## config.mk

```make
export PLATFORM = sky130hd
export DESIGN_NAME = board_ctrl_top
export DESIGN_NICKNAME = d
export VERILOG_FILES = /design/src/source/board_types_pkg.sv /design/src/source/power_state_pkg.sv /design/src/source/power_status_if.sv /design/src/source/chassis_input.sv /design/src/source/power_sequencer.sv /design/src/source/chassis_indicator.sv /design/src/source/board_ctrl_top.sv
export VERILOG_INCLUDE_DIRS = /design/src /design/src/source
export SDC_FILE = /design/constraint.sdc
export NUM_CORES = 1
export LEC_CHECK = 0
export ABC_AREA = 1
export BUFFER_PORTS_ARGS = -buffer_cell sky130_fd_sc_hd__buf_4
export CAP_MARGIN = 30
export CORE_MARGIN = 1
export CORE_UTILIZATION = 54
export CTS_BUF_LIST = sky130_fd_sc_hd__clkbuf_4 sky130_fd_sc_hd__clkbuf_8
export CTS_CLUSTER_SIZE = 20
export DETAILED_ROUTE_END_ITERATION = 7
export GPL_TIMING_DRIVEN = 1
export PLACE_DENSITY = 0.74
export SLEW_MARGIN = 20
export SYNTH_ARGS = -nofsm -noshare
export SYNTH_HDL_FRONTEND = slang
export SYNTH_SLANG_ARGS = --single-unit
```

## constraint.sdc

```tcl
create_clock -name gclk40 -period 1.7 [get_ports gclk40]
set_input_delay 0.255 -clock gclk40 [delete_from_list [all_inputs] [get_ports gclk40]]
set_output_delay 0.255 -clock gclk40 [all_outputs]
set_load 0.01 [all_outputs]
```

## src/source/board_macros.svh

```systemverilog
`ifndef BOARD_MACROS_SVH
`define BOARD_MACROS_SVH

// core reset length, counted from the last reset request.
`define RESET_HOLD_CYCLES 32

// the power button must hold one level this long before it is accepted.
`define DEBOUNCE_CYCLES 16

// limits on the supply power-good answers.
`define ATX_TIMEOUT_CYCLES 64
`define RAIL_TIMEOUT_CYCLES 64

// settle time once all rails are up, and grace time for an orderly shutdown.
`define POST_POWERUP_CYCLES 16
`define POWER_DOWN_CYCLES 16

// supply vector widths.
`define NUM_INHIBITS 5
`define NUM_MGT_RAILS 3

// counter widths. all cycle counts above must fit in CNT_WIDTH.
`define CNT_WIDTH 8
`define BLINK_WIDTH 8

// blink counter taps for the LED patterns.
`define BLINK_FAST_BIT 3
`define BLINK_SLOW_BIT 5

`endif

```

## src/source/board_types_pkg.sv

```systemverilog
`include "board_macros.svh"

package board_types_pkg;

  // one bit per point-of-load inhibit.
  // a high bit holds that regulator off.
  typedef logic [`NUM_INHIBITS-1:0] inhibit_vec_t;

  // one bit per transceiver rail, in the order avcc, avttx, avccpll.
  // the same layout serves the enables and the power-goods.
  typedef logic [`NUM_MGT_RAILS-1:0] mgt_vec_t;

  // timing counter for reset stretch, debounce, timeouts and settle.
  typedef logic [`CNT_WIDTH-1:0] cycle_cnt_t;

  // free-running counter behind the chassis LED blink patterns.
  typedef logic [`BLINK_WIDTH-1:0] blink_cnt_t;

endpackage

```

## src/source/power_state_pkg.sv

```systemverilog
package power_state_pkg;

  // supply sequencer states.
  typedef enum logic [2:0] {
    ST_OFF        = 3'd0,
    ST_ATX_WAIT   = 3'd1,
    ST_RAIL_WAIT  = 3'd2,
    ST_SETTLE     = 3'd3,
    ST_ON         = 3'd4,
    ST_POWER_DOWN = 3'd5
  } pwr_state_e;

  // why the board was last powered off.
  typedef enum logic [1:0] {
    CAUSE_NONE = 2'd0,
    CAUSE_ATX  = 2'd1,
    CAUSE_RAIL = 2'd2,
    CAUSE_USER = 2'd3
  } off_cause_e;

endpackage

```

## src/source/power_status_if.sv

```systemverilog
interface power_status_if
  import power_state_pkg::*;
();

  logic       power_ok;
  logic       power_on;
  logic       powerdown_pending;
  off_cause_e off_cause;

  // all four are levels owned by the sequencer.
  modport sequencer (
    output power_ok,
    output power_on,
    output powerdown_pending,
    output off_cause
  );

  modport indicator (
    input power_ok,
    input power_on,
    input powerdown_pending,
    input off_cause
  );

endinterface

```

## src/source/chassis_input.sv

```systemverilog
`include "board_macros.svh"

module chassis_input
  import board_types_pkg::*;
(
  input  logic gclk40,
  input  logic hard_reset,
  input  logic chs_reset_n_i,
  input  logic xport_reset_n_i,
  input  logic chs_powerdown_n_i,
  output logic core_rst_n_o,
  output logic button_press_o
);

  logic       xport_reset_n_q;
  logic       reset_req;
  cycle_cnt_t hold_cnt;
  logic       btn_sample;
  logic       btn_level;
  logic       btn_level_q;
  cycle_cnt_t stable_cnt;

  // the network module asks for a reset by toggling its line, in either direction.
  assign reset_req = !chs_reset_n_i || (xport_reset_n_q != xport_reset_n_i);

  // every request reloads the stretcher, so the core leaves reset
  // RESET_HOLD_CYCLES after the last one.
  always_ff @(posedge gclk40) begin
    if (!hard_reset) begin
      xport_reset_n_q <= 1'b1;
      hold_cnt        <= cycle_cnt_t'(`RESET_HOLD_CYCLES - 1);
      core_rst_n_o    <= 1'b0;
    end else begin
      xport_reset_n_q <= xport_reset_n_i;
      if (reset_req) begin
        hold_cnt <= cycle_cnt_t'(`RESET_HOLD_CYCLES - 1);
      end else if (hold_cnt != '0) begin
        hold_cnt <= hold_cnt - 1'b1;
      end
      core_rst_n_o <= !reset_req && (hold_cnt == '0);
    end
  end

  // the button is active low on the chassis.
  // the debounced level only moves after the sample has differed from it
  // for DEBOUNCE_CYCLES cycles in a row.
  always_ff @(posedge gclk40) begin
    if (!hard_reset) begin
      btn_sample     <= 1'b0;
      btn_level      <= 1'b0;
      btn_level_q    <= 1'b0;
      stable_cnt     <= '0;
      button_press_o <= 1'b0;
    end else begin
      btn_sample     <= !chs_powerdown_n_i;
      btn_level_q    <= btn_level;
      button_press_o <= btn_level && !btn_level_q;
      if (btn_sample == btn_level) begin
        stable_cnt <= '0;
      end else if (stable_cnt == cycle_cnt_t'(`DEBOUNCE_CYCLES - 1)) begin
        btn_level  <= btn_sample;
        stable_cnt <= '0;
      end else begin
        stable_cnt <= stable_cnt + 1'b1;
      end
    end
  end

endmodule

```

## src/source/power_sequencer.sv

```systemverilog
`include "board_macros.svh"

module power_sequencer
  import board_types_pkg::*;
  import power_state_pkg::*;
(
  input  logic                     gclk40,
  input  logic                     hard_reset,
  input  logic                     core_rst_n_i,
  input  logic                     button_press_i,
  input  logic                     atx_pwr_ok_i,
  input  logic                     aux_3v3_pg_i,
  input  mgt_vec_t                 mgt_pg_i,
  output logic                     atx_ps_on_n_o,
  output inhibit_vec_t             inhibit_o,
  output mgt_vec_t                 mgt_en_o,
  power_status_if.sequencer        status
);

  pwr_state_e state;
  cycle_cnt_t cnt;
  off_cause_e cause;
  logic       rails_ok;
  logic       supply_fault;
  off_cause_e fault_cause;
  logic       rails_on;

  // once the rails are up the aux 3v3 supply counts as one of them.
  assign rails_ok     = (&mgt_pg_i) && aux_3v3_pg_i;
  assign supply_fault = !atx_pwr_ok_i || !rails_ok;
  assign fault_cause  = !atx_pwr_ok_i ? CAUSE_ATX : CAUSE_RAIL;

  // cnt is shared. it is loaded with the length of the state on entry and
  // the state ends when it reaches zero.
  always_ff @(posedge gclk40) begin
    if (!hard_reset || !core_rst_n_i) begin
      state <= ST_OFF;
      cnt   <= '0;
      cause <= CAUSE_NONE;
    end else begin
      case (state)
        ST_OFF: begin
          if (button_press_i) begin
            state <= ST_ATX_WAIT;
            cnt   <= cycle_cnt_t'(`ATX_TIMEOUT_CYCLES - 1);
          end
        end
        ST_ATX_WAIT: begin
          if (atx_pwr_ok_i) begin
            state <= ST_RAIL_WAIT;
            cnt   <= cycle_cnt_t'(`RAIL_TIMEOUT_CYCLES - 1);
          end else if (cnt == '0) begin
            state <= ST_OFF;
            cause <= CAUSE_ATX;
          end else begin
            cnt <= cnt - 1'b1;
          end
        end
        ST_RAIL_WAIT: begin
          if (!atx_pwr_ok_i) begin
            state <= ST_OFF;
            cause <= CAUSE_ATX;
          end else if (&mgt_pg_i) begin
            state <= ST_SETTLE;
            cnt   <= cycle_cnt_t'(`POST_POWERUP_CYCLES - 1);
          end else if (cnt == '0) begin
            state <= ST_OFF;
            cause <= CAUSE_RAIL;
          end else begin
            cnt <= cnt - 1'b1;
          end
        end
        ST_SETTLE: begin
          if (supply_fault) begin
            state <= ST_OFF;
            cause <= fault_cause;
          end else if (cnt == '0) begin
            state <= ST_ON;
          end else begin
            cnt <= cnt - 1'b1;
          end
        end
        ST_ON: begin
          if (supply_fault) begin
            state <= ST_OFF;
            cause <= fault_cause;
          end else if (button_press_i) begin
            state <= ST_POWER_DOWN;
            cnt   <= cycle_cnt_t'(`POWER_DOWN_CYCLES - 1);
          end
        end
        ST_POWER_DOWN: begin
          // a failing supply still wins over the orderly shutdown.
          if (supply_fault) begin
            state <= ST_OFF;
            cause <= fault_cause;
          end else if (cnt == '0) begin
            state <= ST_OFF;
            cause <= CAUSE_USER;
          end else begin
            cnt <= cnt - 1'b1;
          end
        end
        default: begin
          state <= ST_OFF;
        end
      endcase
    end
  end

  assign rails_on = state inside {ST_RAIL_WAIT, ST_SETTLE, ST_ON, ST_POWER_DOWN};

  assign atx_ps_on_n_o = (state == ST_OFF);
  assign inhibit_o     = rails_on ? '0 : '1;
  assign mgt_en_o      = rails_on ? '1 : '0;

  // the controller keeps running through the shutdown grace time.
  assign status.power_ok          = (state == ST_ON) || (state == ST_POWER_DOWN);
  assign status.power_on          = (state != ST_OFF);
  assign status.powerdown_pending = (state == ST_POWER_DOWN);
  assign status.off_cause         = cause;

endmodule

```

## src/source/chassis_indicator.sv

```systemverilog
`include "board_macros.svh"

module chassis_indicator
  import board_types_pkg::*;
  import power_state_pkg::*;
(
  input  logic              gclk40,
  input  logic              hard_reset,
  input  logic              core_rst_n_i,
  power_status_if.indicator status,
  output logic [1:0]        chs_led_n_o,
  output logic              controller_reset_o,
  output logic              controller_irq_o
);

  blink_cnt_t blink_cnt;
  logic       bad_power_down;
  logic       power_led;
  logic       action_led;

  always_ff @(posedge gclk40) begin
    if (!hard_reset) begin
      blink_cnt <= '0;
    end else begin
      blink_cnt <= blink_cnt + 1'b1;
    end
  end

  assign bad_power_down = status.off_cause inside {CAUSE_ATX, CAUSE_RAIL};

  // a failure keeps blinking until the next power-up attempt starts.
  assign power_led = status.power_ok ? 1'b1 :
                     (bad_power_down && !status.power_on) ? blink_cnt[`BLINK_FAST_BIT] :
                     1'b0;

  assign action_led = status.power_ok ? status.powerdown_pending : blink_cnt[`BLINK_SLOW_BIT];

  // lamp test while the core is held in reset. both LEDs are active low.
  assign chs_led_n_o = core_rst_n_i ? ~{action_led, power_led} : 2'b00;

  assign controller_reset_o = !status.power_ok;
  assign controller_irq_o   = status.powerdown_pending;

endmodule

```

## src/source/board_ctrl_top.sv

```systemverilog
module board_ctrl_top
  import board_types_pkg::*;
(
  input  logic         gclk40,
  input  logic         hard_reset,
  input  logic         chs_reset_n_i,
  input  logic         xport_reset_n_i,
  input  logic         chs_powerdown_n_i,
  input  logic         atx_pwr_ok_i,
  input  logic         aux_3v3_pg_i,
  input  mgt_vec_t     mgt_pg_i,
  output logic         atx_ps_on_n_o,
  output inhibit_vec_t inhibit_o,
  output mgt_vec_t     mgt_en_o,
  output logic [1:0]   chs_led_n_o,
  output logic         controller_reset_o,
  output logic         controller_irq_o
);

  logic core_rst_n;
  logic button_press;

  power_status_if u_status ();

  chassis_input u_chassis_input (
    .gclk40            (gclk40),
    .hard_reset        (hard_reset),
    .chs_reset_n_i     (chs_reset_n_i),
    .xport_reset_n_i   (xport_reset_n_i),
    .chs_powerdown_n_i (chs_powerdown_n_i),
    .core_rst_n_o      (core_rst_n),
    .button_press_o    (button_press)
  );

  power_sequencer u_power_sequencer (
    .gclk40         (gclk40),
    .hard_reset     (hard_reset),
    .core_rst_n_i   (core_rst_n),
    .button_press_i (button_press),
    .atx_pwr_ok_i   (atx_pwr_ok_i),
    .aux_3v3_pg_i   (aux_3v3_pg_i),
    .mgt_pg_i       (mgt_pg_i),
    .atx_ps_on_n_o  (atx_ps_on_n_o),
    .inhibit_o      (inhibit_o),
    .mgt_en_o       (mgt_en_o),
    .status         (u_status.sequencer)
  );

  chassis_indicator u_chassis_indicator (
    .gclk40             (gclk40),
    .hard_reset         (hard_reset),
    .core_rst_n_i       (core_rst_n),
    .status             (u_status.indicator),
    .chs_led_n_o        (chs_led_n_o),
    .controller_reset_o (controller_reset_o),
    .controller_irq_o   (controller_irq_o)
  );

endmodule

```

# Yosys cells after proc, flatten, opt, wreduce, memory -nomap -nowiden
# Cells that the tools add are included.
# Widths: inputs -> output; s select.
[op_classes] add_sub_neg=4 n_mux=36 bitwise_logic=3 n_eq_ne=23 reduce_logical=36
[op_table] operator="$mux 8" n=8
[op_table] operator="$pmux 8 s5" n=1
[op_table] operator="$mux 3" n=11
[op_table] operator="$mux 2" n=10
[op_table] operator="$pmux 3 s6" n=1
[op_table] operator="$add 8x1->8 const B" n=2
[op_table] operator="$logic_not 8->1" n=2
[op_table] operator="$sub 8x1->8 const B" n=2
[op_table] operator="$logic_not 1->1" n=10
[op_table] operator="$ne 2x2->1 const B" n=5
[op_table] operator="$eq 8x4->1 const B" n=1
[op_table] operator="$pmux 2 s4" n=1
[op_table] operator="$reduce_bool 4->1" n=2
[op_table] operator="$reduce_bool 8->1" n=1
[op_table] operator="$reduce_and 7->1" n=1
[op_table] operator="$eq 3x2->1 const B" n=2
[op_table] operator="$eq 3x3->1 const B" n=2
[op_table] operator="$ne 2x1->1 const B" n=3
[op_table] operator="$ne 3x2->1 const B" n=2
[op_table] operator="$ne 3x3->1 const B" n=2
[op_table] operator="$reduce_and 3->1" n=2
[op_table] operator="$reduce_and 6->1" n=1
[op_table] operator="$reduce_or 2->1" n=3
[op_table] operator="$mux 5" n=1
[op_table] operator="17 further kinds" n=26
[totals] regBits=43 inputBits=10 output_inout_bits=13 word_cells=114

# Depth between registers and ports, before layout
[depth] ltp_word=7 ltp_mapped=12 depth_no_buf=11

# Cells and area by module
# Synthesis repeated with hierarchy kept, for this count alone.
[unflattened] hier_cells=382 hier_area_um2=2449.8
[modules_own_cells] module="power_sequencer" seq_area_each_um2=260.2 cells_per_inst=190 instances=1 area_each_um2=1112.3
[modules_own_cells] module="chassis_input" seq_area_each_um2=440.4 cells_per_inst=150 instances=1 area_each_um2=1037.2
[modules_own_cells] module="chassis_indicator" seq_area_each_um2=120.1 cells_per_inst=42 instances=1 area_each_um2=300.3

# Least setup slack after synthesis
# No wires, ideal clock.
[synth_timing] kind="register -> output" startpoint="register u_power_sequencer.state[2]" endpoint="output mgt_en_o[0]" required_ns=1.445 path_buffers=2 t_arrival_ns=1.268 slack_ns=0.177 stages_incl_launch_ff=7 cell_sequence="dfxtp_1 -> buf_4 -> nand3_1 -> nand2_2 -> nor2_1 -> inv_1 -> buf_4"
[synth_between] elab_chain_len=3 elab_cells_between_ends=6 cone_classes="eq/ne: 4; mux: 1; reduce/logical: 1"
[synth_lines] element="start: declaration" line="power_sequencer.sv:20" text="pwr_state_e state;"
[synth_lines] element="start signal: assignment" line="power_sequencer.sv:37" text="state <= ST_OFF;"
[synth_lines] element="start signal: assignment" line="power_sequencer.sv:44" text="state <= ST_ATX_WAIT;"
[synth_lines] element="start signal: assignment" line="power_sequencer.sv:50" text="state <= ST_RAIL_WAIT;"
[synth_lines] element="$eq 3x2->1 / $eq 3x3->1 (equally long branches)" line="power_sequencer.sv:111" text="assign rails_on = state inside {ST_RAIL_WAIT, ST_SETTLE, ST_ON, ST_POWER_DOWN};"
[synth_lines] element="$reduce_bool 4->1 *" line="power_sequencer.sv:111"
[synth_lines] element="named net u_power_sequencer.rails_on" line="power_sequencer.sv:26" text="logic rails_on;"
[synth_lines] element="$mux 3 *" line="power_sequencer.sv:115" text="assign mgt_en_o = rails_on ? '1 : '0;"
[synth_lines] element="end: declaration" line="board_ctrl_top.sv:14" text="output mgt_vec_t mgt_en_o,"
# Mark *: on every way through the listed nets, which the timed path passes. The rest lies on a longest branch.

# Worst setup path in the final report
[layout_timing] startpoint="register u_power_sequencer.state[0]" endpoint="output mgt_en_o[0]"
[layout_between] elab_chain_len=3 elab_cells_between_ends=6 cone_classes="eq/ne: 4; mux: 1; reduce/logical: 1"
[layout_lines] element="$eq 3x2->1 / $eq 3x3->1 (equally long branches)" line="power_sequencer.sv:111"
[layout_lines] element="$reduce_bool 4->1 *" line="power_sequencer.sv:111"
[layout_lines] element="$mux 3 *" line="power_sequencer.sv:115"
# Every way passes the cells marked *; elsewhere a longest branch is shown, timed or not.

==> results_dict.tcl <==
set metrics [dict create \
    status "finished, final reports clean" \
    grt_pass1_vias 1758 \
    synth.top_cell.area_share_pct 38.3 \
    slowest_stage "dfxtp_2" \
    vias 1953 \
    powerDensity_nw_per_um2 680 \
    worst_slew_pin_slew_ps 392 \
    drtPass1Iterations 4 \
    antenna_left 0 \
    clk_pin_slew_ps 70 \
    drt-total-wl_um 4180 \
    grt-ovfl-total 0 \
    max_freq_mhz 628 \
    path_depth 6 \
    seq_area_sq_um 823 \
    syn_inst 315 \
    maxCapViolCount 0 \
    drtIter0Drc 139 \
    crit_buf_inv 3 \
    yosys_warnings 0 \
    pin_count 23 \
    path_cells "inv_1 -> nand3_4 -> nand2_2 -> nor2_4 -> inv_1 -> buf_4" \
    max_stage_delay_ps 380 \
    grt_pass1_wl_um 7220 \
    synth_fp_nets 331 \
    htree_num_levels 2 \
    skew_ps 7.91 \
    cts_buffers 5 \
    crit_arrival_ps 1340 \
    setup_tns_ps 0 \
    cp_max_fo 6 \
    root_buffer "clkbuf_8" \
    coreArea_sq_um 3740 \
    hold_class "in2reg" \
    relSlewSlack_pct 73.8 \
    post-place-ws_ps 121 \
    viasPerCell 5.10 \
    io_buffers 22 \
    die_w_um 65.0 \
    antenna_cells 0 \
    grt_max_degree 12 \
    gp_congestion 0.948 \
    fin_nets 352 \
    cts_tree "built" \
    start_util_pct 57.3 \
    row_count 22 \
    crit_family "flip-flops" \
    die_area_sq_um 4230 \
    clockBufferDepth 2 \
    period_needed_ps 1590 \
    antenna_found_initial 0 \
    cp_common_cell "inv_1" \
    worstRegToRegCells 9 \
    critPathRequiredTime_ps 1440 \
    ys_seq_area_share_pct 38.3 \
    setup_viol 0 \
    p_leak_nw 1.16 \
    ir_drop_uv 581 \
    final_cell_mix "inv_1 (51), nor2_1 (51), nand2_1 (46)" \
    multiInputGateArea_sq_um 1090 \
    report.final.slew_viol_count 0 \
    hold_depth 2 \
    drc 0 \
    ys_ff_latch 41 \
    final_layout_size_suffix_gt1_share_pct 14.3 \
    synth_cell_types 29 \
    ctsHoldBuffers 0 \
    fillers 351 \
    path_class "reg2out" \
    wl_per_cell_um 10.9 \
    yosys-top-cells-area "dfxtp_1 (38%), nor2_1 (9.3%), inv_1 (9.1%)" \
    clock_sinks 41 \
    timing.final.crit_share_pct 93.7 \
    finalWorstSetupSlack_ps 107 \
    cp-end-kind "output pin" \
    die_y_um 65.0 \
    critPathLaunchType "flip-flop" \
    syn_area_per_cell_sq_um 6.81 \
    syn_area_sq_um 2150 \
    yosysTopAreaCell "dfxtp_1" \
    clk_latency_ps 290 \
    grt_usage_pct 22.0 \
    dpl.hpwl_um 3200 \
    synthToLayoutAreaGrowth_pct 13.2 \
    report.final.hold_viol_count 0 \
]
-- state kept, by name, summed over array words and instances, names as in the netlist --
signal and count:
u_chassis_input.button_press_o 1, u_chassis_input.btn_level 1, u_chassis_input.xport_reset_n_q 1, u_chassis_indicator.blink_cnt 6, u_chassis_input.core_rst_n_o 1, u_power_sequencer.status.off_cause 2, u_chassis_input.stable_cnt 8, u_chassis_input.hold_cnt 8
u_chassis_input.btn_sample 1, u_chassis_input.btn_level_q 1, u_power_sequencer.state 3, u_power_sequencer.cnt 8
-- worst reg2reg max path: stages (launching register included) --
cell and delay, ps:
dfxtp_1 330, inv_2 110, nand2_1 150, nand2_1 150, o21ai_1 150, nor2_1 210, nand2_1 100, a21oi_1 120
o21ai_1 70, nor2_1 80
-- cell type report --
cell class	count	area share, %
clock buffer	5	2.83
sequential	41	33.9
multi-input combinational	210	44.8
tap	48	2.47
inverter	54	8.40
clock inverter	1	0.206
timing repair buffer	24	7.42
-- through the flow --
step / std cells / hold WS (ps) / utilization, % / cell area, sq um / power (W)
after floorplan: 315 / 327 / - / 2150 / 0.00107
after global placement: 377 / 372 / 61.9 / 2320 / 0.00110
after detailed placement: 377 / 379 / 61.9 / 2320 / 0.00110
after CTS: 383 / 101 / 64.2 / 2400 / 0.00168
after global routing: 383 / 103 / 64.9 / 2430 / 0.00173
final: 383 / 111 / 64.9 / 2430 / 0.00165
-- power breakdown --
group | total, W | internal [W] | switching, W | leakage [nW]
logic | 0.0000835 | 0.0000369 | 0.0000466 | 0.784
registers | 0.000997 | 0.000983 | 0.0000137 | 0.333
clock network | 0.000570 | 0.000270 | 0.000300 | 0.0399
total | 0.00165 | 0.00129 | 0.000361 | 1.16
-- what timing repair did --
| action | CTS | global route |
|---|---|---|
| endpoints found under the hold margin | 0 | 0 |
| buffers inserted | 0 | 0 |
| resized for setup | 3 | 8 |
| pin swaps | 0 | 1 |
| cloned | 0 | 0 |
| endpoints found under the setup margin | 8 | 9 |
-- worst paths after layout --
check                           slack [ps]                        endpoint                        start
worst min register to register         380  u_chassis_input.button_press_o  u_chassis_input.btn_level_q
worst min-delay path                   110      u_chassis_input.btn_sample            chs_powerdown_n_i
worst max register to register         170        u_power_sequencer.cnt[7]   u_power_sequencer.state[1]
worst max-delay path                   110                     mgt_en_o[0]   u_power_sequencer.state[0]
-- synth_stat cells (all sizes together) --
cell type and n:
a21oi 19, a22oi 1, a31oi 3, buf 9
clkbuf 1, clkinv 1, dfxtp 41, ha 6
inv 53, nand2 49, nand3 21, nand4 6
nor2 54, nor3 11, nor3b 1, o211ai 1
o21a 1, o21ai 23, o21bai 1, or2 2
xnor2 4, xor2 7
-- per-layer routing --
metal,vias to the layer above,GRT usage [%],wire [um]
met2,53,37.6,1870
met4,0,8.70,89
met1,855,25.8,1970
li1,1036,-,-
met5,-,0,0
met3,9,6.16,249
-- cell families after synthesis --
kind of cell	after synthesis	share of synthesized area, %
buf+inv	64	12.7
simple gates	144	29.0
fa+ha+maj	6	3.50
flops	41	38.3
compound gates	49	12.1
xor+xnor	11	4.49
Note: power is estimated with default switching activity, not from simulation.
